[src/verilog/fcore_pkg.sv]
// fcore control package
// Opcode set, widths and the packed structs shared by the issue front end

package fcore_pkg;

    localparam int instr_width  = 32;
    localparam int opcode_width = 5;
    localparam int pc_width     = 10;
    localparam int chan_width   = 8;

    // Only LDC, EFI and STOP change the sweep, the rest are passed through as issued
    typedef enum logic [opcode_width-1:0] {
        op_nop  = 5'd0,
        op_add  = 5'd1,
        op_sub  = 5'd2,
        op_mul  = 5'd3,
        op_itf  = 5'd4,
        op_fti  = 5'd5,
        op_ldc  = 5'd6,
        op_ldr  = 5'd7,
        op_stop = 5'd12,
        op_efi  = 5'd21
    } opcode_t;

    typedef struct packed {
        logic                   write;
        logic [pc_width-1:0]    addr;
        logic [instr_width-1:0] data;
    } prog_write_t;

    // The word at pc sits in the low half, its successor above it
    typedef struct packed {
        logic [instr_width-1:0] second;
        logic [instr_width-1:0] first;
    } wide_word_t;

    typedef struct packed {
        logic                   valid;
        logic [instr_width-1:0] data;
        logic [chan_width-1:0]  dest;
        logic [pc_width-1:0]    user;
    } issue_beat_t;

    typedef struct packed {
        logic issue;
        logic capture_ldc;
        logic clear;
    } issue_ctrl_t;

endpackage

[src/verilog/channel_sweep.sv]
// Channel sweep
// Counts the destination channel of each beat and flags the end of a word's group

`timescale 1ns/100ps

module channel_sweep (
    input  logic                              clock,
    input  logic                              reset,
    input  logic [fcore_pkg::chan_width-1:0]  n_channels,
    input  logic                              advance,
    input  logic                              restart,
    output logic                              group_end,
    output logic [fcore_pkg::chan_width-1:0]  chan_addr
);

    import fcore_pkg::*;

    logic [chan_width-1:0] count;

    // High while the beat for the last active channel is being issued
    assign group_end = (count == n_channels - 1'b1);

    always_ff @(posedge clock) begin
        if (reset || restart) begin
            count <= '0;
        end else if (advance) begin
            if (group_end) begin
                count <= '0;
            end else begin
                count <= count + 1'b1;
            end
        end
    end

    // One cycle of lag puts the address next to the registered beat
    always_ff @(posedge clock) begin
        if (reset) begin
            chan_addr <= '0;
        end else begin
            chan_addr <= count;
        end
    end

endmodule

[config.mk]
export PLATFORM = sky130hd
export DESIGN_NAME = channel_sweep
export DESIGN_NICKNAME = d
export VERILOG_FILES = /design/src/verilog/fcore_pkg.sv /design/src/verilog/channel_sweep.sv
export SDC_FILE = /design/constraint.sdc
export NUM_CORES = 1
export LEC_CHECK = 0
export ABC_AREA = 1
export BUFFER_PORTS_ARGS = -buffer_cell sky130_fd_sc_hd__buf_2
export CORE_MARGIN = 2
export CORE_UTILIZATION = 52
export DETAILED_ROUTE_END_ITERATION = 8
export PLACE_DENSITY = 0.77
export SETUP_SLACK_MARGIN = 0.4
export SLEW_MARGIN = 10
export SYNTH_ARGS = -nofsm -noshare
export SYNTH_HDL_FRONTEND = slang
export SYNTH_SLANG_ARGS = --single-unit
[constraint.sdc]
create_clock -name clock -period 2.2 [get_ports clock]
set_input_delay 0.55 -clock clock [delete_from_list [all_inputs] [get_ports clock]]
set_output_delay 0.55 -clock clock [all_outputs]
set_load 0.01 [all_outputs]
==> flow_summary_export.csv <==
group,metric,value,unit
global_routing,antenna_found_initial,0,
clock_network,cts_root_buffer,"clkbuf_4",
min_path,holdPathStages,2,
floorplanning,io_pins,21,
synthesis,synth-xor-area-share,9.30,%
sta,slew_viol_final,0,
synthesis,synth_nets,151,
clock_network,tritoncts,"yes",
synthesis,synthAdderAreaFrac,2.66,%
synthesis,yosysTopAreaCell,"dfxtp_1",
clock_network,clockBufferDepth,2,
min_path,hold_path_class,"reg -> reg",
place,io_buffers,20,
power_and_ir_drop,intPower,0.434,mW
setup_path,reg2regPathDepth,17,
synthesis,yosys-top-cells-area,"dfxtp_1, nand2_1, nand3_1",
power_and_ir_drop,power_frac_comb,16.5,%
floorplanning,die_h,46.6,um
floorplanning,rows,15,
synthesis,yosys.area_share.simple,41.8,%
power_and_ir_drop,clockPowerShare,33.1,%
global_routing,grtUsageTotal,21.9,%
setup_path,rr_startpoint,"count[4]$_SDFFE_PP0P_",
power_and_ir_drop,pwr-share-seq,50.4,%
clock_network,numCtsBuffers,3,
route,dr.pass1.iters,5,
power_and_ir_drop,netSwitchingFraction,25.6,%
global_routing,overflow,0,
route,ant_nets,0,
route,drtIter0Drc,13,
place,place_area,1130,um2
sta,hold_slack,491,ps
synthesis,syn_inst,137,
sta,fmax,433,MHz
setup_path,worst_ep_arrival_time,1760,ps
clock_network,cts_hold_buf,0,
synthesis,post-synth-top-area-fraction,34.0,%
setup_path,endpoint_kind,"output pin",
sta,finalHoldViolations,0,
sta,worst_slack,-112,ps
route,wl,2.17,mm
sta,finalClockSkew,1.43,ps
global_routing,grt_pass1_vias,796,
final_layout,fin_area,1280,um2
setup_path,crit_start,"n_channels[0]",
final_layout,antenna_cells,0,
clock_network,insertion_delay,290,ps
synthesis,synth_top_family_by_area,"simple AND/OR/NAND/NOR gates",
power_and_ir_drop,power.density,457,nW/um2
job,cap_violations,0,
synthesis,ys_types,19,
route,viasPerCell,4.78,
power_and_ir_drop,ir_drop,0.388,mV
synthesis,synth_seq_cells,16,
synthesis,synth-compound-area-share,2.12,%
sta,tightestPinTransition,424,ps
setup_path,start_kind,"input pin",
clock_network,clkSlewWorstSetupHoldPaths,90,ps
sta,min_period,2310,ps
floorplanning,dieArea,2170,um2
min_path,hp-start,"count[7]$_SDFFE_PP0P_",
final_layout,drive_gt1_share,35.5,%
sta,slew-limit-headroom,71.6,%
place,gp_congestion,0.811,
sta,fin_crit_sh,105,%
power_and_ir_drop,netSwitchingPower,0.149,mW
route,route.detailed.drc,0,
synthesis,synth_warnings,0,
synthesis,syn_area,942,um2
route,avgRoutedWirePerCell,11.2,um
clock_network,cts.sinks,16,
setup_path,r2r_setup_slack,110,ps
floorplanning,core_area,1710,um2
global_routing,grt_max_degree,10,
synthesis,yosysSeqAreaShare,34.0,%
sta,setup_viol,1,
final_layout,nets,184,
global_routing,grt_pass1_wl,3.35,mm
setup_path,required,1650,ps
setup_path,path_class,"in -> out",
floorplanning,start_util,55.2,%
outcome,violations,"setup timing",
floorplanning,dieWidth,46.6,um
setup_path,cp_max_fo,2,
place,hpwl,1.53,mm
power_and_ir_drop,leakage,0.613,nW
sta,rsz0062_at_grt,"yes",
outcome,status,"finished with violations",
synthesis,synth_mux_area_share,0,%
route,vias,927,
clock_network,h-tree-depth,1,
synthesis,avgSynthCellArea,6.88,um2
final_layout,area_growth,35.6,%
-- metrics by stage --
stage | worst slack (ps) | util (%) | power (mW) | instances | TNS (ps)
finish | -112 | 74.8 | 0.583 | 194 | -112
global route | -190 | 74.8 | 0.612 | 194 | -351
CTS | -1.42 | 71.6 | 0.580 | 193 | -1.42
detailed placement | -114 | 65.9 | 0.384 | 185 | -114
global placement | -65.4 | 65.9 | 0.381 | 185 | -65.4
floorplan | 218 | - | 0.352 | 137 | 0
-- flip-flops by register name, indices dropped and copies added (netlist names) --
signal,flops
count,8
chan_addr,8
-- cell usage in the layout, fill, tap and decap left out, drive strengths merged --
master,count
a21oi,1
nand3b,1
nor2,26
buf,29
nor4,1
nand3,18
xnor2,3
ha,2
o21ai,3
dfxtp,16
clkinv,1
xor2,7
nand2,34
inv,23
clkbuf,4
-- power by group through the flow --
stage	clock [mW]	sequential [mW]	combinational [mW]
after detailed placement	0	0.301	0.0835
after global routing	0.211	0.294	0.106
after CTS	0.196	0.294	0.0900
after global placement	0	0.301	0.0807
after floorplan	0	0.300	0.0513
final	0.193	0.294	0.0961
-- critical path, stage by stage --
cell and delay (ps):
buf_12 90, inv_12 30, ha_4 240, xor2_1 140, nand3_1 90, nor2_1 130
nand2_1 90, nor2_2 180, nand2_2 80, inv_2 60, buf_6 90
-- synthesized netlist by cell type, drive strengths merged --
cell type,count
dfxtp,16
o21ai,3
nor4,1
xnor2,3
inv,23
xor2,7
nand2,34
nor2,26
nand3,18
nand3b,1
clkinv,1
ha,2
a21oi,1
buf,1
-- per-layer routing --
metal	wire length, um	share of wire (%)	global-route usage (%)
met2	1140	53	38.3
met5	0	0	0
met3	99	4.6	5.88
met4	18	0.83	3.43
met1	911	42	26.9
-- area by class of cell --
type                       instances  area (um2)
timing repair buffer              29         218
clock buffer                       4        36.3
multi-input combinational         96         567
tap                               25        31.3
fill                             131         430
inverter                          24         105
sequential                        16         320
-- path summary, 6_finish.rpt --
check	end
min reg2reg	chan_addr[7]$_SDFF_PP0_
min	chan_addr[7]$_SDFF_PP0_
max	group_end
max reg2reg	count[0]$_SDFFE_PP0P_
-- cell families (layout without fill, tap and decap cells) --
logic type / count (synthesis) / in the layout
compound gates: 4 / 4
flops: 16 / 16
buf+inv: 25 / 57
simple gates: 80 / 80
fa+ha+maj: 2 / 2
xor+xnor: 10 / 10
-- timing repair --
action | 4_1_cts | 5_1_grt
endpoints found under the setup margin | 1 | 8
gates resized for setup | 8 | 11
cloned | 0 | 0
pin swaps | 6 | 7
setup buffers | 4 | 1
No activity file was read; power rests on OpenSTA's default activity.
