### src/verilog/fcore_pkg.sv
// fcore control package
// Opcode set, widths and the packed structs shared by the issue front end

package fcore_pkg;

    localparam int instr_width  = 32;
    localparam int opcode_width = 5;
    localparam int pc_width     = 10;
    localparam int chan_width   = 8;

    // Only LDC, EFI and STOP change the sweep, the rest are passed through as issued
    typedef enum logic [opcode_width-1:0] {
        op_nop  = 5'd0,
        op_add  = 5'd1,
        op_sub  = 5'd2,
        op_mul  = 5'd3,
        op_itf  = 5'd4,
        op_fti  = 5'd5,
        op_ldc  = 5'd6,
        op_ldr  = 5'd7,
        op_stop = 5'd12,
        op_efi  = 5'd21
    } opcode_t;

    typedef struct packed {
        logic                   write;
        logic [pc_width-1:0]    addr;
        logic [instr_width-1:0] data;
    } prog_write_t;

    // The word at pc sits in the low half, its successor above it
    typedef struct packed {
        logic [instr_width-1:0] second;
        logic [instr_width-1:0] first;
    } wide_word_t;

    typedef struct packed {
        logic                   valid;
        logic [instr_width-1:0] data;
        logic [chan_width-1:0]  dest;
        logic [pc_width-1:0]    user;
    } issue_beat_t;

    typedef struct packed {
        logic issue;
        logic capture_ldc;
        logic clear;
    } issue_ctrl_t;

endpackage

### src/verilog/issue_stage.sv
// Issue stage
// Registers each issued beat, repeats a held LDC word over its group and keeps the operand

`timescale 1ns/100ps

module issue_stage (
    input  logic                               clock,
    input  logic                               reset,
    input  fcore_pkg::issue_ctrl_t             ctrl,
    input  fcore_pkg::wide_word_t              words,
    input  logic [fcore_pkg::chan_width-1:0]   chan_addr,
    input  logic [fcore_pkg::pc_width-1:0]     pc,
    output fcore_pkg::issue_beat_t             beat,
    output logic [fcore_pkg::instr_width-1:0]  load_data
);

    import fcore_pkg::*;

    logic                   valid_q;
    logic [instr_width-1:0] data_q;
    logic [pc_width-1:0]    user_q;
    logic [pc_width-1:0]    pc_dly;
    logic [instr_width-1:0] ldc_word;
    logic                   blank;

    // The channel address already lags by one cycle, so it joins the beat directly
    assign beat = '{valid: valid_q, data: data_q, dest: chan_addr, user: user_q};

    // pc is the fetch address, so its delayed copy tags the words now at the store output
    always_ff @(posedge clock) begin
        pc_dly <= pc;
    end

    always_ff @(posedge clock) begin
        if (reset) begin
            valid_q <= 1'b0;
            blank   <= 1'b0;
        end else begin
            valid_q <= ctrl.issue;
            if (ctrl.clear) begin
                data_q    <= '0;
                user_q    <= '0;
                load_data <= '0;
                blank     <= 1'b0;
            end else if (ctrl.issue) begin
                if (blank) begin
                    data_q <= ldc_word;
                end else begin
                    data_q <= words.first;
                end
                user_q <= pc_dly;
                if (ctrl.capture_ldc) begin
                    ldc_word  <= words.first;
                    load_data <= words.second;
                    blank     <= 1'b1;
                end
            end
            // The fetch address moves on the last beat of a group, which ends blanking
            if (pc != pc_dly) begin
                blank <= 1'b0;
            end
        end
    end

endmodule

### config.mk
export PLATFORM = sky130hd
export DESIGN_NAME = issue_stage
export DESIGN_NICKNAME = d
export VERILOG_FILES = /design/src/verilog/fcore_pkg.sv /design/src/verilog/issue_stage.sv
export SDC_FILE = /design/constraint.sdc
export NUM_CORES = 1
export LEC_CHECK = 0
export ABC_AREA = 1
export BUFFER_PORTS_ARGS = -buffer_cell sky130_fd_sc_hd__buf_4
export CORE_MARGIN = 2
export CORE_UTILIZATION = 50
export CTS_BUF_LIST = sky130_fd_sc_hd__clkbuf_8
export CTS_CLUSTER_DIAMETER = 200
export DETAILED_ROUTE_END_ITERATION = 16
export PLACE_DENSITY = 0.81
export SLEW_MARGIN = 20
export SYNTH_ARGS = -nofsm -noshare
export SYNTH_HDL_FRONTEND = slang
export SYNTH_SLANG_ARGS = --single-unit
### constraint.sdc
create_clock -name clock -period 3.43 [get_ports clock]
set_clock_uncertainty 0.05 [all_clocks]
set_input_delay 0.1715 -clock clock [delete_from_list [all_inputs] [get_ports clock]]
set_output_delay 0.1715 -clock clock [all_outputs]
set_load 0.1 [all_outputs]
==> results.json, run 1 <==
{
  "whs_ns": 0.01351,
  "path_common_cell": "nor2_1",
  "grt_pass1_wl_um": 16450,
  "track_usage_pct": 22.12,
  "drc": 0,
  "layout-drive-gt1-share_pct": 31.47,
  "cts_buffers": 17,
  "detail-route-antenna-nets": 0,
  "initial_core_util_pct": 51.72,
  "synth_area_leader_cell": "edfxtp_1",
  "hold_depth": 3,
  "first_iter_violations": 113,
  "worst_r2r_endpoint": "data_q[24]$_SDFFCE_PP0P_",
  "fill_cells": 516,
  "path_max_fanout": 33,
  "max_stage_delay_ns": 1.05,
  "power.leakage_nw": 2.979,
  "crit_required_ns": 3.54,
  "routed_wl_um": 10790,
  "worst_pin_slew_ns": 1.102,
  "place_congestion": 0.7818,
  "antenna_cells": 0,
  "min_from": "words[57]",
  "path_class": "reg -> reg",
  "fmax_mhz": 441.9,
  "rsz0062_at_grt": "no",
  "min_period_ns": 2.263,
  "cp_top_family": "flip-flops",
  "vias_per_cell": 4.726,
  "h-tree-depth": 4,
  "cp-end-kind": "flop",
  "dp_hpwl_um": 6293,
  "synth-seq-cells": 118,
  "ff2ff_path_depth": 3,
  "synth.avg_cell_area_sq_um": 12.13,
  "place_ws_ns": 1.207,
  "ys_types": 18,
  "slew_headroom_pct": 26.42,
  "wl_per_cell_um": 15.09,
  "area.growth.synth_to_final_pct": 49.82,
  "grt_max_degree": 44,
  "synthCells": 372,
  "seq_area_sq_mm": 0.003423,
  "seq_area_frac_synth_pct": 75.89,
  "clk_pin_slew_worst_paths_ns": 0.07,
  "synth.top_cell.area_share_pct": 70.57,
  "worstSkewPairLatency_ns": 0.41,
  "slowest_stage": "dfxtp_1",
  "gr-total-overflow": 0,
  "dieWidth_um": 98.98,
  "core.rowCount": 34,
  "clockBufferDepth": 2,
  "cts_root_buf": "clkbuf_8",
  "hold_end": "load_data[25]$_SDFFCE_PP0P_",
  "cap_violations": 0,
  "finalSetupViolations": 0,
  "fin_crit_sh_pct": 65.98,
  "die_h_um": 98.98,
  "tns_ns": 0,
  "ir_worst_vdd_v": 0.0003711,
  "nets": 681,
  "hold_violations": 0,
  "syn_nets": 459,
  "setup_ws_ns": 1.167,
  "antenna_found_initial": 0,
  "cp.arrival_ns": 2.37,
  "cts_setup_buffers": 0,
  "io_pins": 170,
  "r2r_slack_ns": 1.17,
  "clkSinkCount": 118,
  "grt_pass1_vias": 3431,
  "drv_slew": 0,
  "cts_tree": "done",
  "start_kind": "flop",
  "crit_chain": "inv_2 -> nor2_1 -> nor2_1",
  "r2r-start": "blank$_SDFFE_PP0P_",
  "multi_input_area_sq_um": 758.2,
  "p_per_area_mw_per_mm2": 530.6,
  "routed-via-count": 3379,
  "syn-cell-area_sq_mm": 0.004511,
  "outcome": "completed",
  "die_area_sq_mm": 0.009797,
  "critPathBufInv": 1,
  "hp-class": "in -> reg",
  "first_pass_iters": 4,
  "power_mw": 3.585,
  "core_area_sq_mm": 0.008721,
  "ys_top_cells_by_area": "edfxtp_1 (71%), nor2_1 (9.3%), dfxtp_1 (5.3%)",
  "io_buffer_count": 153,
  "yosysWarnings": 0
}
## metal layers
metal	track usage, %	wire length, um	vias up
li1	-	-	1639
met1	24.27	4114	1576
met2	38.67	5556	144
met3	8.794	888	20
met4	8.219	228	0
met5	0	0	-
## cell usage after synthesis
cell type,number
dfxtp_1,12
nand2_1,21
nor2_1,112
buf_4,9
buf_6,1
o21ai_1,15
inv_2,2
edfxtp_1,106
xnor2_1,4
nand2_2,1
inv_1,53
a21oi_1,2
o21ai_0,17
buf_2,13
nor2_2,1
clkinv_4,1
nand3_1,1
nand4_1,1
## cells in the final DEF (no fill, tap or decap), drive strengths merged
| cell | netlist | layout |
|---|---|---|
| dfxtp | 12 | 12 |
| nand3 | 1 | 1 |
| clkinv | 1 | 10 |
| edfxtp | 106 | 106 |
| nor2 | 113 | 113 |
| clkbuf | 0 | 17 |
| a21oi | 2 | 2 |
| nand4 | 1 | 1 |
| nand2 | 22 | 22 |
| clkinvlp | 0 | 3 |
| o21ai | 32 | 32 |
| xnor2 | 4 | 4 |
| dlygate4sd3 | 0 | 72 |
| bufinv | 0 | 1 |
| inv | 55 | 57 |
| buf | 23 | 154 |
## metrics by stage
step	instance area [sq um]	std cells	util, %
2_1_floorplan	4511	372	-
3_3_place_gp	5688	611	65.22
3_5_place_dp	5688	611	65.22
4_1_cts	6738	713	77.26
5_1_grt	6758	715	77.49
6_report	6758	715	77.49
## worst max path at each step
stage,startpoint,end,slack (ns),cells after the start
finish,blank$_SDFFE_PP0P_,data_q[24]$_SDFFCE_PP0P_,1.17,3
detailed placement,ctrl[0],load_data[9]$_SDFFCE_PP0P_,1.21,3
global placement,ctrl[0],load_data[7]$_SDFFCE_PP0P_,1.26,3
global route,blank$_SDFFE_PP0P_,data_q[24]$_SDFFCE_PP0P_,1.05,3
CTS,blank$_SDFFE_PP0P_,data_q[17]$_SDFFCE_PP0P_,1.29,3
floorplan,ctrl[0],data_q[0]$_SDFFCE_PP0P_,0.37,4
## sequential cells by signal, summed over array words and instances (netlist names)
register   count
blank          1
load_data     32
data_q        32
valid_q        1
user_q        10
ldc_word      32
pc_dly        10
## worst min-delay path: cells and delay by family
family | cells | cell delay [ns]
buffers and inverters | 2 | 0.11
AND/OR/NAND/NOR | 1 | 0.07
## report_power, final
part / internal (mW) / leakage, nW / switching (mW)
clock network: 0.560 / 0.178 / 0.541
logic: 0.212 / 1.71 / 0.586
registers: 1.66 / 1.09 / 0.0271
total: 2.43 / 2.98 / 1.15
## area by class of cell
| type | count | area share (%) |
|---|---|---|
| sequential | 118 | 50.66 |
| timing repair buffer | 226 | 27.77 |
| multi-input combinational | 175 | 11.22 |
| clock buffer | 17 | 3.462 |
| inverter | 56 | 3.185 |
| tap | 108 | 2.000 |
| clock inverter | 15 | 1.703 |
## kinds of logic (layout without fill, tap and decap cells)
logic type	Yosys count	in the layout	synth area share, %
flip-flops	118	118	75.89
AND/OR/NAND/NOR	137	137	11.60
AO/OA/AOI/OAI	34	34	3.772
XOR/XNOR	4	4	0.7766
buffers and inverters	79	314	7.961
## timing repair
action	in CTS	in global routing
hold buffers	70	2
resized for setup	0	0
hold endpoints to repair	70	2
No activity file was read; power rests on OpenSTA's default activity.
==> inputs of run 2 (changes only) <==
==> constraint.sdc (replaced) <==
create_clock -name clock -period 2.2 [get_ports clock]
set_clock_uncertainty 0.05 [all_clocks]
set_input_delay 0.11 -clock clock [delete_from_list [all_inputs] [get_ports clock]]
set_output_delay 0.11 -clock clock [all_outputs]
set_load 0.1 [all_outputs]
==> results.json, run 2 (same netlist as run 1, synthesis figures left out) <==
{
  "outcome": "completed",
  "initial_core_util_pct": 51.72,
  "min_from": "chan_addr[3]",
  "cts_tree": "done",
  "grt_pass1_wl_um": 18530,
  "antenna_cells": 0,
  "hold_depth": 0,
  "area.growth.synth_to_final_pct": 54.29,
  "path_max_fanout": 33,
  "clkSinkCount": 118,
  "die_h_um": 98.98,
  "final_common_cell": "buf_4",
  "first_pass_iters": 4,
  "io_pins": 170,
  "io_buffer_count": 153,
  "worst_pin_slew_ns": 0.5654,
  "post-route-util_pct": 79.80,
  "start_kind": "flop",
  "wl_per_cell_um": 16.45,
  "whs_ns": 0.1700,
  "cp.arrival_ns": 1.63,
  "worstSkewPairLatency_ns": 0.41,
  "ir_worst_vdd_v": 0.0006436,
  "antenna_found_initial": 0,
  "drv_slew": 0,
  "die_area_sq_mm": 0.009797,
  "crit_required_ns": 2.32,
  "cp-end-kind": "flop",
  "cts_buffers": 17,
  "slew_headroom_pct": 62.25,
  "ff2ff_path_depth": 4,
  "core_area_sq_mm": 0.008721,
  "finalSetupViolations": 0,
  "hold_end": "beat[13]",
  "fin_crit_sh_pct": 68.63,
  "r2r_slack_ns": 0.69,
  "startpoint": "blank$_SDFFE_PP0P_",
  "first_iter_violations": 204,
  "power.leakage_nw": 3.067,
  "cts_setup_buffers": 0,
  "min_period_ns": 1.510,
  "grt_max_degree": 43,
  "tns_ns": 0,
  "routed-via-count": 3520,
  "routed_wl_um": 11890,
  "track_usage_pct": 25.30,
  "stdcell_count": 723,
  "grt_pass1_vias": 3748,
  "dieWidth_um": 98.98,
  "fmax_mhz": 662.3,
  "detail-route-antenna-nets": 0,
  "place_congestion": 0.7255,
  "path_class": "reg -> reg",
  "clk_pin_slew_worst_paths_ns": 0.07,
  "vias_per_cell": 4.869,
  "layout-drive-gt1-share_pct": 32.03,
  "dp_hpwl_um": 6493,
  "final_cell_mix": "buf_4 (157), nor2_1 (111), edfxtp_1 (106)",
  "p_per_area_mw_per_mm2": 891.8,
  "power_mw": 6.206,
  "hold_violations": 0,
  "drc": 0,
  "nets": 689,
  "reg.largest.list": "data_q x32, ldc_word x32, load_data x32",
  "core.rowCount": 34,
  "r2r-start": "blank$_SDFFE_PP0P_",
  "worst_r2r_endpoint": "data_q[14]$_SDFFCE_PP0P_",
  "hp-class": "in -> out",
  "rsz0062_at_grt": "no",
  "cts_root_buf": "clkbuf_8",
  "place_inst": 615,
  "gr-total-overflow": 0,
  "h-tree-depth": 4,
  "clockBufferDepth": 2,
  "cap_violations": 0
}
==> run 2: worst max path at each step <==
stage | end | slack [ns] | depth (start not counted)
after floorplan | ldc_word[0]$_DFFE_PP_ | 0.04 | 4
after global placement | data_q[23]$_SDFFCE_PP0P_ | 0.72 | 4
after detailed placement | data_q[18]$_SDFFCE_PP0P_ | 0.68 | 4
after CTS | data_q[14]$_SDFFCE_PP0P_ | 0.69 | 4
after global routing | data_q[27]$_SDFFCE_PP0P_ | 0.58 | 4
final | data_q[14]$_SDFFCE_PP0P_ | 0.69 | 4
==> run 2: layout make-up <==
cell class | count | area, sq um
flip-flops and latches | 118 | 3423
repair buffers | 234 | 1959
fillers | 478 | 1762
multi-input cells | 175 | 758.2
clock buffers | 17 | 234.0
clock inverters | 15 | 234.0
inverters | 56 | 215.2
well taps | 108 | 135.1
==> run 2: repair_timing <==
action | CTS | global route
hold endpoints to repair | 100 | 0
gates resized for setup | 0 | 0
hold buffers | 76 | 0
==> run 2: critical path: stages (launching register included) <==
cell	delay, ns
dfxtp_1	0.31
buf_4	0.31
inv_2	0.31
nor2_1	0.20
nor2_1	0.08
==> run 2: through the flow <==
stage | setup slack (ns) | cell area (sq um)
2_1_floorplan | 0.04150 | 4518
3_3_place_gp | 0.7185 | 5731
3_5_place_dp | 0.6754 | 5731
4_1_cts | 0.6867 | 6959
5_1_grt | 0.5774 | 6959
6_report | 0.6902 | 6959
==> run 2: power breakdown <==
group          internal, mW  total (mW)  switching [mW]
Combinational         0.341        1.26           0.923
Clock                  1.45        2.31           0.859
Sequential             2.59        2.63          0.0464
Total                  4.38        6.21            1.83
==> run 2: metal layers <==
layer / up-vias / wire (um) / global-route usage, %
met5: - / 0 / 0
met4: 0 / 479 / 12.86
met3: 37 / 875 / 7.518
met2: 196 / 6451 / 45.84
met1: 1632 / 4083 / 26.41
li1: 1655 / - / -
