$ cat src/verilog/fcore_pkg.sv
// fcore control package
// Opcode set, widths and the packed structs shared by the issue front end

package fcore_pkg;

    localparam int instr_width  = 32;
    localparam int opcode_width = 5;
    localparam int pc_width     = 10;
    localparam int chan_width   = 8;

    // Only LDC, EFI and STOP change the sweep, the rest are passed through as issued
    typedef enum logic [opcode_width-1:0] {
        op_nop  = 5'd0,
        op_add  = 5'd1,
        op_sub  = 5'd2,
        op_mul  = 5'd3,
        op_itf  = 5'd4,
        op_fti  = 5'd5,
        op_ldc  = 5'd6,
        op_ldr  = 5'd7,
        op_stop = 5'd12,
        op_efi  = 5'd21
    } opcode_t;

    typedef struct packed {
        logic                   write;
        logic [pc_width-1:0]    addr;
        logic [instr_width-1:0] data;
    } prog_write_t;

    // The word at pc sits in the low half, its successor above it
    typedef struct packed {
        logic [instr_width-1:0] second;
        logic [instr_width-1:0] first;
    } wide_word_t;

    typedef struct packed {
        logic                   valid;
        logic [instr_width-1:0] data;
        logic [chan_width-1:0]  dest;
        logic [pc_width-1:0]    user;
    } issue_beat_t;

    typedef struct packed {
        logic issue;
        logic capture_ldc;
        logic clear;
    } issue_ctrl_t;

endpackage

$ cat src/verilog/issue_sequencer.sv
// Issue sequencer
// FSM that walks the program, runs the LDC, EFI and STOP sequences and raises overrun faults

`timescale 1ns/100ps

module issue_sequencer (
    input  logic                             clock,
    input  logic                             reset,
    input  logic                             run,
    input  logic                             efi_done,
    input  logic [fcore_pkg::pc_width:0]     program_size,
    input  fcore_pkg::wide_word_t            words,
    input  logic                             group_end,
    output logic [fcore_pkg::pc_width-1:0]   pc,
    output logic                             advance,
    output logic                             restart,
    output fcore_pkg::issue_ctrl_t           ctrl,
    output logic                             efi_start,
    output logic                             dma_enable,
    output logic                             done,
    output logic                             fault
);

    import fcore_pkg::*;

    typedef enum logic [2:0] {
        st_idle,
        st_wait_load,
        st_run,
        st_efi_call,
        st_stop_drain,
        st_fault
    } state_t;

    state_t              state;
    logic [pc_width-1:0] pc_q;
    logic                mid_group;
    logic                efi_sent;
    opcode_t             opcode;
    logic                overrun;
    logic                issue;

    assign opcode  = opcode_t'(words.first[opcode_width-1:0]);
    assign overrun = {1'b0, pc_q} >= program_size;
    assign issue   = (state == st_run) && !overrun;
    assign advance = issue;
    assign restart = (state == st_idle);

    assign ctrl.issue       = issue;
    assign ctrl.capture_ldc = issue && !mid_group && (opcode == op_ldc);
    assign ctrl.clear       = (state == st_idle);

    // pc leaves this block one step ahead so that the store output holds the word at pc_q
    always_comb begin
        pc = pc_q;
        if (state == st_idle) begin
            pc = '0;
        end else if (issue && group_end) begin
            if (opcode == op_ldc) begin
                pc = pc_q + pc_width'(2);
            end else begin
                pc = pc_q + pc_width'(1);
            end
        end
    end

    always_ff @(posedge clock) begin
        if (reset) begin
            pc_q <= '0;
        end else begin
            pc_q <= pc;
        end
    end

    always_ff @(posedge clock) begin
        if (reset) begin
            state      <= st_idle;
            mid_group  <= 1'b0;
            efi_sent   <= 1'b0;
            efi_start  <= 1'b0;
            done       <= 1'b0;
            fault      <= 1'b0;
            dma_enable <= 1'b1;
        end else begin
            efi_start <= 1'b0;
            done      <= 1'b0;
            if (issue) begin
                mid_group <= !group_end;
            end
            case (state)
                st_idle: begin
                    mid_group <= 1'b0;
                    if (run) begin
                        dma_enable <= 1'b0;
                        state      <= st_wait_load;
                    end
                end
                // Gives the store one cycle to present the first word
                st_wait_load: begin
                    state <= st_run;
                end
                st_run: begin
                    if (overrun) begin
                        fault <= 1'b1;
                        state <= st_fault;
                    end else if (group_end) begin
                        if (opcode == op_efi) begin
                            state <= st_efi_call;
                        end else if (opcode == op_stop) begin
                            state <= st_stop_drain;
                        end
                    end
                end
                // Start strobe goes out once the last EFI beat is on the output
                st_efi_call: begin
                    efi_start <= !efi_sent;
                    efi_sent  <= 1'b1;
                    if (efi_done && efi_sent) begin
                        efi_sent <= 1'b0;
                        state    <= st_run;
                    end
                end
                st_stop_drain: begin
                    done       <= 1'b1;
                    dma_enable <= 1'b1;
                    state      <= st_idle;
                end
                // Only reset leaves here
                st_fault: begin
                    fault <= 1'b1;
                end
                default: begin
                    state <= st_idle;
                end
            endcase
        end
    end

endmodule

$ cat config.mk
export PLATFORM = sky130hd
export DESIGN_NAME = issue_sequencer
export DESIGN_NICKNAME = d
export VERILOG_FILES = /design/src/verilog/fcore_pkg.sv /design/src/verilog/issue_sequencer.sv
export SDC_FILE = /design/constraint.sdc
export NUM_CORES = 1
export LEC_CHECK = 0
export ABC_AREA = 1
export BUFFER_PORTS_ARGS = -buffer_cell sky130_fd_sc_hd__buf_2
export CAP_MARGIN = 30
export CORE_MARGIN = 4
export CORE_UTILIZATION = 48
export CTS_CLUSTER_DIAMETER = 30
export CTS_CLUSTER_SIZE = 24
export DETAILED_ROUTE_END_ITERATION = 10
export PLACE_DENSITY = 0.95
export SLEW_MARGIN = 10
export SYNTH_ARGS = -nofsm -noshare
export SYNTH_HDL_FRONTEND = slang
export SYNTH_SLANG_ARGS = --single-unit
$ cat constraint.sdc
create_clock -name clock -period 2.5 [get_ports clock]
set_input_delay 0.125 -clock clock [delete_from_list [all_inputs] [get_ports clock]]
set_output_delay 0.125 -clock clock [all_outputs]
set_load 0.005 [all_outputs]
==> results of run 1 <==
==> final cells by class <==
cell class	count	area share (%)
multi-input cells	216	55.65
flip-flops and latches	19	19.40
repair buffers	42	11.04
inverters	51	9.545
well taps	46	2.870
clock buffers	3	1.123
clock inverters	1	0.3743
==> timing repair <==
item                       in CTS  in global routing
resized for setup               0                 12
buffers inserted                0                  1
setup endpoints to repair       0                 11
==> through the flow <==
step	hold WS (ns)	instances
floorplan	0.2560	291
global placement	0.4162	373
detailed placement	0.4238	373
CTS	0.07935	377
global route	0.09700	378
finish	0.08885	378
==> worst register-to-register path: stages (launching register included) <==
cell and delay, ns:
dfxtp_2 0.41, ha_1 0.27, nand2_1 0.09, inv_1 0.07
nand2_1 0.07, nand2_1 0.06, nand2_1 0.08, nand2_1 0.09
inv_2 0.10, nand4_4 0.11, buf_6 0.18, nand2_2 0.05
nand3_1 0.10, nor2_1 0.12
==> logic make-up after synthesis <==
logic type / Yosys count
and+or+nand+nor: 178
xor gates and xnor gates: 14
AOI/OAI and AO/OA: 12
buffers and inverters: 56
DFF: 19
adders and majority gates: 12
==> how the worst max path moves through the flow <==
| stage | startpoint | to | slack, ns | cells past startpoint |
|---|---|---|---|---|
| CTS | pc_q[6] | pc[5] | 0.02 | 14 |
| finish | pc_q[6] | pc[9] | 0.22 | 14 |
| global placement | pc_q[0] | pc[9] | 0.46 | 13 |
| global route | pc_q[6] | pc[1] | 0.007 | 12 |
| detailed placement | pc_q[6] | pc[5] | 0.39 | 14 |
| floorplan | pc_q[6] | pc[4] | 0.85 | 13 |
==> registers in the layout (all words and copies together), names as in the netlist <==
signal / cells
efi_start: 1
pc_q: 10
dma_enable: 1
done: 1
fault: 1
state: 3
mid_group: 1
efi_sent: 1
==> per-layer routing <==
metal / global-route usage (%) / routed length (um) / share of wire, %
met5: 0 / 0 / 0
met4: 2.025 / 0 / 0
met3: 4.659 / 306 / 7.4
met2: 35.60 / 2143 / 52
met1: 22.43 / 1705 / 41
==> report_power, final <==
| group | internal [mW] | switching (mW) | total (mW) |
|---|---|---|---|
| registers | 0.363 | 0.0633 | 0.427 |
| logic | 0.253 | 0.421 | 0.674 |
| clock network | 0.0610 | 0.110 | 0.171 |
==> synthesized netlist by cell type (all sizes together) <==
library cell  number  area [sq um]
xnor2              1         8.760
nand4              8         56.30
inv               51         191.4
ha                12         150.1
clkbuf             1         3.750
dfxtp             19         380.4
nand2             98         377.9
or2                1         6.260
xor2              13         113.9
buf                4         31.27
nand3             15         75.07
a21oi              5         25.02
o21bai             2         15.01
o21ai              5         25.02
nor2              50         200.2
nor3               6         51.30
==> qor.csv, run 1 <==
metric;value;unit
worst skew pair latency;0.31;ns
critical path peak fanout;8;
design area;2006;sq um
worst path required time;2.38;ns
Crit path max-delay family;simple AND/OR/NAND/NOR gates;
GP Congestion;0.8888;
setup ws final;0.2199;ns
synthesized flop and latch total;19;
cell chain of the critical path;ha_1 > nand2_1 > inv_1 > nand2_1 > nand2_1 > nand2_1 > nand2_1 > inv_2 > nand4_4 > buf_6 > nand2_2 > nand3_1 > inv_1 > buf_2;
crit path buf inv count;5;
Cell Area, Placed;1944;sq um
critical path's most frequent cell;nand2_1;
Synth Area in Compound Gates;3.801;%
area taken by multi-input logic gates;1116;sq um
synthesized area;1712;sq um
die height;67.72;um
Power Dens Cells;634.2;nW/um^2
maxcap violations;0;
hpwl dp;3.330;mm
status;finished clean;
Area Growth Syn to Fin;17.18;%
clk sinks;19;
minimum clock period;2.280;ns
CTS tree;done;
core box area;3390;sq um
# port buffers;39;
vias in the first global route;1621;
commonest non-fill, non-tap cells in the layout;nand2_1, nor2_1, inv_1, buf_2, nand3_1;
mux cell area share after synthesis;0;%
clock skew;0.003259;ns
Syn Inst Count;291;
TritonCTS buffer count;3;
xor/xnor cell area share of the yosys netlist;7.164;%
FF-to-FF End;pc_q[9];
DR WL/cell;10.99;um
crit end category;output port;
max-slew violation count;0;
GRT overflow;0;
Mapped Avg Cell Area;5.882;sq um
Reg2Reg Setup Slack;0.64;ns
Worst path slowest cell;dfxtp_2;
CP peak stage delay;0.41;ns
1st-pass router iterations;4;
Final Hold Viols;0;
Routed Antenna Nets;0;
sequential cell area fraction in the yosys report;22.22;%
worst hold stages;4;
VDD IR-drop max;671.7;uV
unrepaired setup endpoints after global routing;false;
Ports;99;
site row count;21;
f_max;438.6;MHz
Adder-Cell Fraction of Synth Area;8.772;%
Distinct cells, synth;25;
Power Total;1.272;mW
Max clock buf depth;2;
pin count of the biggest net entering global routing;14;
Die Span X;67.72;um
total track usage;19.09;%
Final Cycle Share;91.20;%
share of layout cells above drive strength 1;21.69;%
cts hold-fix bufs;0;
largest family of logic cells by synthesized area;simple AND/OR/NAND/NOR gates;
CTS clk-pin slew, worst paths;0.12;ns
initial antenna violation count;0;
worst slew pin tran;0.4483;ns
leakage;1.121;nW
Register Area;389.1;sq um
Hold Crit Class;in -> reg;
Die ar.;4585;sq um
Simple-Gate Fraction of Synth Area;44.81;%
Sum Neg Setup Slack;0;ns
Fillers;339;
Iteration-0 DRC Markers;75;
crit path DAT;2.16;ns
nets@finish;425;
global-route wire length before repair;6.775;mm
total wire length;4.155;mm
vias per cell;4.852;
final count of negative-setup-slack endpoints;0;
most common cell after layout, fill and taps aside;nand2_1;
Crit Reg-Reg Startpoint;pc_q[6];
kind of critical path;reg -> out;
Post-Syn Nets;383;
Setup WS pre-CTS;0.3862;ns
R2R depth;13;
via count;1834;
initial core utilization;50.50;%
min-delay src;run;
# diodes;0;
crit start category;flop;
WHS Endpoint;dma_enable;
number of synthesis warnings;0;
Slew HR;70.02;%
DRC errors left;0;
clock root cell;clkbuf_4;
H-Tree Depth;1;
utilization after layout;59.17;%
Note: power is estimated with default switching activity, not from simulation.
==> inputs of run 2 (changes only) <==
CELL_PAD_IN_SITES_DETAIL_PLACEMENT = 1   (was default)
CELL_PAD_IN_SITES_GLOBAL_PLACEMENT = 2   (was default)
CORE_UTILIZATION = 22   (was 48)
PLACE_DENSITY = 0.94   (was 0.95)
RECOVER_POWER = 50   (was default)
==> run 2 against run 1 <==
- setup slack worse by 0.00098 ns
- routed wire length up 27%
- critical path depth down 2
- clock skew down 0.00063 ns
- sequential power down 3%
- sequential share of layout area down 1.8 points
- cell count up 16%
- first-iteration DRC count down 24%
- global-route usage down 6.8 points
- count of clock-buffer cells in the layout unchanged
- die area up 100%
==> qor.csv, run 2 (synthesis gave the netlist of run 1 again) <==
metric;value;unit;change
Die Span X;96.21;um;+42%
status;finished clean;;
crit start category;flop;;
pin count of the biggest net entering global routing;13;;-1
max-slew violation count;0;;unchanged
Placed Cells incl. Taps;435;;+17%
worst path required time;2.38;ns;about the same
Routed Antenna Nets;0;;unchanged
crit path DAT;2.16;ns;about the same
grt peak-use layer;met2;;
DRC errors left;0;;unchanged
site row count;31;;+48%
worst hold stages;4;;unchanged
minimum clock period;2.281;ns;+0.0009760 ns
GR Util met2;23.06;%;-13 points
Slew HR;78.77;%;+8.8 points
M1 GR Usage;14.19;%;-8.2 points
# diodes;0;;unchanged
Power Dens Cells;651.0;nW/um^2;+2.6%
VDD IR-drop max;305.2;uV;-55%
# port buffers;39;;unchanged
initial core utilization;23.10;%;-27 points
H-Tree Depth;1;;unchanged
initial antenna violation count;0;;unchanged
Final Cycle Share;91.24;%;about the same
Sum Neg Setup Slack;0;ns;unchanged
leakage;1.150;nW;+2.6%
share of layout cells above drive strength 1;21.18;%;-0.51 points
Final Hold Viols;0;;unchanged
Die ar.;9255;sq um;+100%
global-route wire length before repair;8.880;mm;+31%
Top Registers;pc_q: 10 flops, state: 3 flops;;
clock skew;0.002633;ns;-0.0006263 ns
unrepaired setup endpoints after global routing;false;;
GP Congestion;0.7503;;-16%
crit end category;output port;;
Biggest register;pc_q;;
clock root cell;clkbuf_8;;
core box area;7408;sq um;+120%
min-delay src;efi_done;;
CTS tree;done;;
vias in the first global route;1961;;+21%
hpwl dp;4.374;mm;+31%
WHS Endpoint;efi_sent;;
CTS clk-pin slew, worst paths;0.08;ns;-0.04 ns
worst slew pin tran;0.3177;ns;-0.1306 ns
Area Growth Syn to Fin;26.46;%;
kind of critical path;reg -> out;;
Hold Crit Class;in -> reg;;
total track usage;12.26;%;-6.8 points
f_max;438.4;MHz;about the same
GRT overflow;0;;unchanged
vias per cell;4.319;;-11%
max FFs per register;10;;unchanged
die height;96.21;um;+42%
total wire length;5.295;mm;+27%
maxcap violations;0;;unchanged
Power Total;1.409;mW;+11%
worst skew pair latency;0.27;ns;-0.04 ns
Non-Filler Instances;439;;+16%
DR WL/cell;12.06;um;+9.7%
commonest non-fill, non-tap cells in the layout;nand2_1, inv_1, nor2_1, buf_2, dfxtp_1;;
most common cell after layout, fill and taps aside;nand2_1;;
via count;1896;;+3.4%
clk sinks;19;;unchanged
area taken by multi-input logic gates;1139;sq um;+2.0%
met3 Usage GRT;2.737;%;-1.9 points
critical path peak fanout;7;;-1
utilization after layout;29.22;%;-30 points
Fillers;977;;+190%
Iteration-0 DRC Markers;57;;-24%
TritonCTS buffer count;3;;unchanged
Ports;99;;unchanged
design area;2165;sq um;+7.9%
Register Area;380.4;sq um;-2.3%
final count of negative-setup-slack endpoints;0;;unchanged
Crit Reg-Reg Startpoint;pc_q[9];;
Reg2Reg Setup Slack;0.63;ns;about the same
1st-pass router iterations;4;;unchanged
FF-to-FF End;pc_q[5];;
Max clock buf depth;2;;unchanged
nets@finish;433;;+1.9%
Cell Area, Placed;2078;sq um;+6.9%
R2R depth;11;;-2
cts hold-fix bufs;0;;unchanged
-- run 2: cell types whose count changed in the layout (fill, tap and decap cells not counted), moves of 2 or more --
cell	previous run	this run
buf_2	39	36
buf_4	2	10
clkbuf_1	0	3
clkbuf_4	3	0
clkbuf_8	0	3
dfxtp_1	12	19
dfxtp_2	7	0
inv_2	6	4
nor2_1	46	44
-- run 2: worst max-delay path by stage --
stage	depth (start not counted)	end	from	slack (ns)
after floorplan	13	pc[4]	pc_q[6]	0.85
after global placement	12	pc[5]	pc_q[8]	0.51
after detailed placement	14	pc[5]	pc_q[6]	0.45
after CTS	14	pc[5]	pc_q[6]	0.14
after global routing	12	pc[4]	pc_q[9]	0.009
final	12	pc[5]	pc_q[9]	0.22
-- run 2: timing repair --
action | CTS | global route
endpoints found under the setup margin | 0 | 6
setup buffers | 0 | 0
resized for setup | 0 | 9
-- run 2: final cells by class --
class	instances	share of cell area, %
clock buffers	3	1.908
clock inverters	1	0.3468
inverters	51	9.017
multi-input cells	216	52.60
flip-flops and latches	19	17.57
well taps	99	5.723
repair buffers	50	12.83
-- run 2: layer usage --
layer	vias up	wire length [um]
met3	4	265
met5	-	0
met1	872	2306
met4	0	38
met2	35	2684
li1	985	-
-- run 2: metrics by stage --
step           hold WS (ns)  setup slack, ns
3_3_place_gp         0.4251           0.5097
3_5_place_dp         0.4515           0.4490
6_report             0.1609           0.2190
4_1_cts              0.1664           0.1421
5_1_grt              0.1657         0.008875
2_1_floorplan        0.2560           0.8519
-- run 2: report_power, final --
| part | switching (mW) | leakage [nW] | total [mW] | internal (mW) |
|---|---|---|---|---|
| clock | 0.121 | 0.0217 | 0.234 | 0.113 |
| combinational | 0.480 | 0.974 | 0.762 | 0.282 |
| sequential | 0.0523 | 0.154 | 0.413 | 0.361 |
-- run 2: worst max-delay path: stages (launching register included) --
cell and delay, ns:
dfxtp_1 0.42, ha_1 0.28, nand2_1 0.15, inv_2 0.05
nand2_2 0.05, nand2_2 0.07, nor2_2 0.20, nand4_4 0.14
clkinvlp_4 0.18, nand2_1 0.07, nand2_1 0.11, nor2_1 0.05
buf_2 0.12
==> inputs of run 3 (changes only) <==
CORE_MARGIN = 1   (was 4)
==> run 3 against run 2 <==
- hold slack worse by 0.0059 ns
- clock power hardly changed
- combinational power hardly changed
- die area shrank 12%
- critical endpoint unchanged
- first-iteration DRC count decreased by 44%
- sequential cell count unchanged
- sequential share of layout area rose by 0.13 points
==> qor.csv, run 3 (synthesis gave the netlist of run 1 again) <==
metric;value;unit;change
Setup WS pre-CTS;0.4118;ns;-0.03722 ns
Power Dens Cells;653.0;nW/um^2;+0.31%
TritonCTS buffer count;3;;unchanged
Top Registers;pc_q: 10 flops, state: 3 flops;;
critical path peak fanout;7;;unchanged
DR WL/cell;11.98;um;-0.66%
min-delay src;efi_done;;
initial antenna violation count;0;;unchanged
DRC errors left;0;;unchanged
nets@finish;434;;+0.23%
VDD IR-drop max;415.2;uV;+36%
total wire length;5.272;mm;-0.43%
area taken by multi-input logic gates;1119;sq um;-1.8%
kind of critical path;reg -> out;;
Fillers;1009;;+3.3%
via count;1881;;-0.79%
CTS tree;done;;
Area Growth Syn to Fin;25.95;%;
worst slew pin tran;0.3333;ns;+0.01554 ns
Die ar.;8137;sq um;-12%
Crit Reg-Reg Startpoint;pc_q[8];;
Power Total;1.408;mW;about the same
initial core utilization;23.23;%;+0.12 points
Non-Filler Instances;440;;+0.23%
CTS clk-pin slew, worst paths;0.08;ns;about the same
maxcap violations;0;;unchanged
Cell Area, Placed;2078;sq um;unchanged
max FFs per register;10;;unchanged
leakage;1.168;nW;+1.5%
clk sinks;19;;unchanged
vias per cell;4.275;;-1.0%
final hold slack;0.1549;ns;-0.005941 ns
Ports;99;;unchanged
Final Hold Viols;0;;unchanged
crit start category;flop;;
Die Span X;90.21;um;-6.2%
minimum clock period;2.312;ns;+0.03146 ns
hpwl dp;4.296;mm;-1.8%
most common cell after layout, fill and taps aside;nand2_1;;
GRT overflow;0;;unchanged
worst skew pair latency;0.26;ns;about the same
clock root cell;clkbuf_8;;
setup ws final;0.1875;ns;-0.03146 ns
share of layout cells above drive strength 1;21.70;%;+0.52 points
Placed Cells incl. Taps;435;;unchanged
Iteration-0 DRC Markers;32;;-44%
design area;2156;sq um;-0.40%
# port buffers;39;;unchanged
vias in the first global route;1981;;+1.0%
site row count;31;;unchanged
Final Cycle Share;92.50;%;+1.3 points
commonest non-fill, non-tap cells in the layout;nand2_1, inv_1, nor2_1, buf_2, dfxtp_1;;
crit path from;pc_q[8];;
clock skew;0.003294;ns;+0.0006613 ns
max-slew violation count;0;;unchanged
die height;90.21;um;-6.2%
global-route wire length before repair;9.018;mm;+1.6%
cell chain of the critical path;ha_1 > nand2_1 > nor2_2 > nand2_1 > nor2_1 > nor2_2 > nand4_4 > clkinvlp_4 > nand2_1 > nand2_1 > nor2_1 > buf_2;;
f_max;432.4;MHz;-1.4%
Biggest register;pc_q;;
H-Tree Depth;1;;unchanged
Sum Neg Setup Slack;0;ns;unchanged
Register Area;381.6;sq um;+0.33%
crit end category;output port;;
Hold Crit Class;in -> reg;;
final count of negative-setup-slack endpoints;0;;unchanged
Max clock buf depth;2;;unchanged
total track usage;13.68;%;+1.4 points
utilization after layout;29.25;%;+0.035 points
# diodes;0;;unchanged
pin count of the biggest net entering global routing;13;;unchanged
CP peak stage delay;0.35;ns;-0.07 ns
Routed Antenna Nets;0;;unchanged
Worst path slowest cell;dfxtp_1;;
GP Congestion;0.8157;;+8.7%
1st-pass router iterations;4;;unchanged
critical path's most frequent cell;nand2_1;;
Slew HR;77.76;%;-1.0 points
crit path DAT;2.19;ns;+0.03 ns
core box area;7370;sq um;-0.52%
status;finished clean;;
worst path required time;2.38;ns;about the same
run 3: critical path: cells and delay by family (launching register included):
family,cells,cell delay (ns)
and+or+nand+nor,9,0.92
DFF,1,0.35
adders and majority gates,1,0.34
buffers and inverters,2,0.31
run 3: final timing paths:
check / endpoint / slack (ns) / cells after the start
max reg2reg: pc_q[5] / 0.63 / 11
min reg2reg: efi_start / 0.46 / 1
max: pc[5] / 0.19 / 12
min: efi_sent / 0.15 / 4
run 3: cell type report:
class                   instances  share of cell area (%)
flip-flops and latches         19                   17.70
repair buffers                 51                   13.35
clock inverters                 1                  0.3482
clock buffers                   3                   1.915
multi-input cells             216                   51.89
well taps                      99                   5.746
inverters                      51                   9.054
run 3: layer usage:
layer  share of wire [%]  GRT usage [%]  vias to the layer above  routed length, um
met4                   0          1.882                        0                  0
met2                  52          25.95                       30               2739
met5                   0              0                        -                  0
met1                  45          15.72                      870               2348
met3                 3.5          3.215                        0                184
li1                    -              -                      981                  -
run 3: repair_timing:
item,CTS,global route
buffers inserted,0,1
resized for setup,0,7
endpoints found under the setup margin,0,6
hold buffers,0,0
run 3: report_power, final:
group / internal, mW / switching (mW) / total (mW)
Combinational: 0.286 / 0.479 / 0.765
Clock: 0.113 / 0.118 / 0.231
Sequential: 0.361 / 0.0509 / 0.412
Total: 0.760 / 0.648 / 1.41
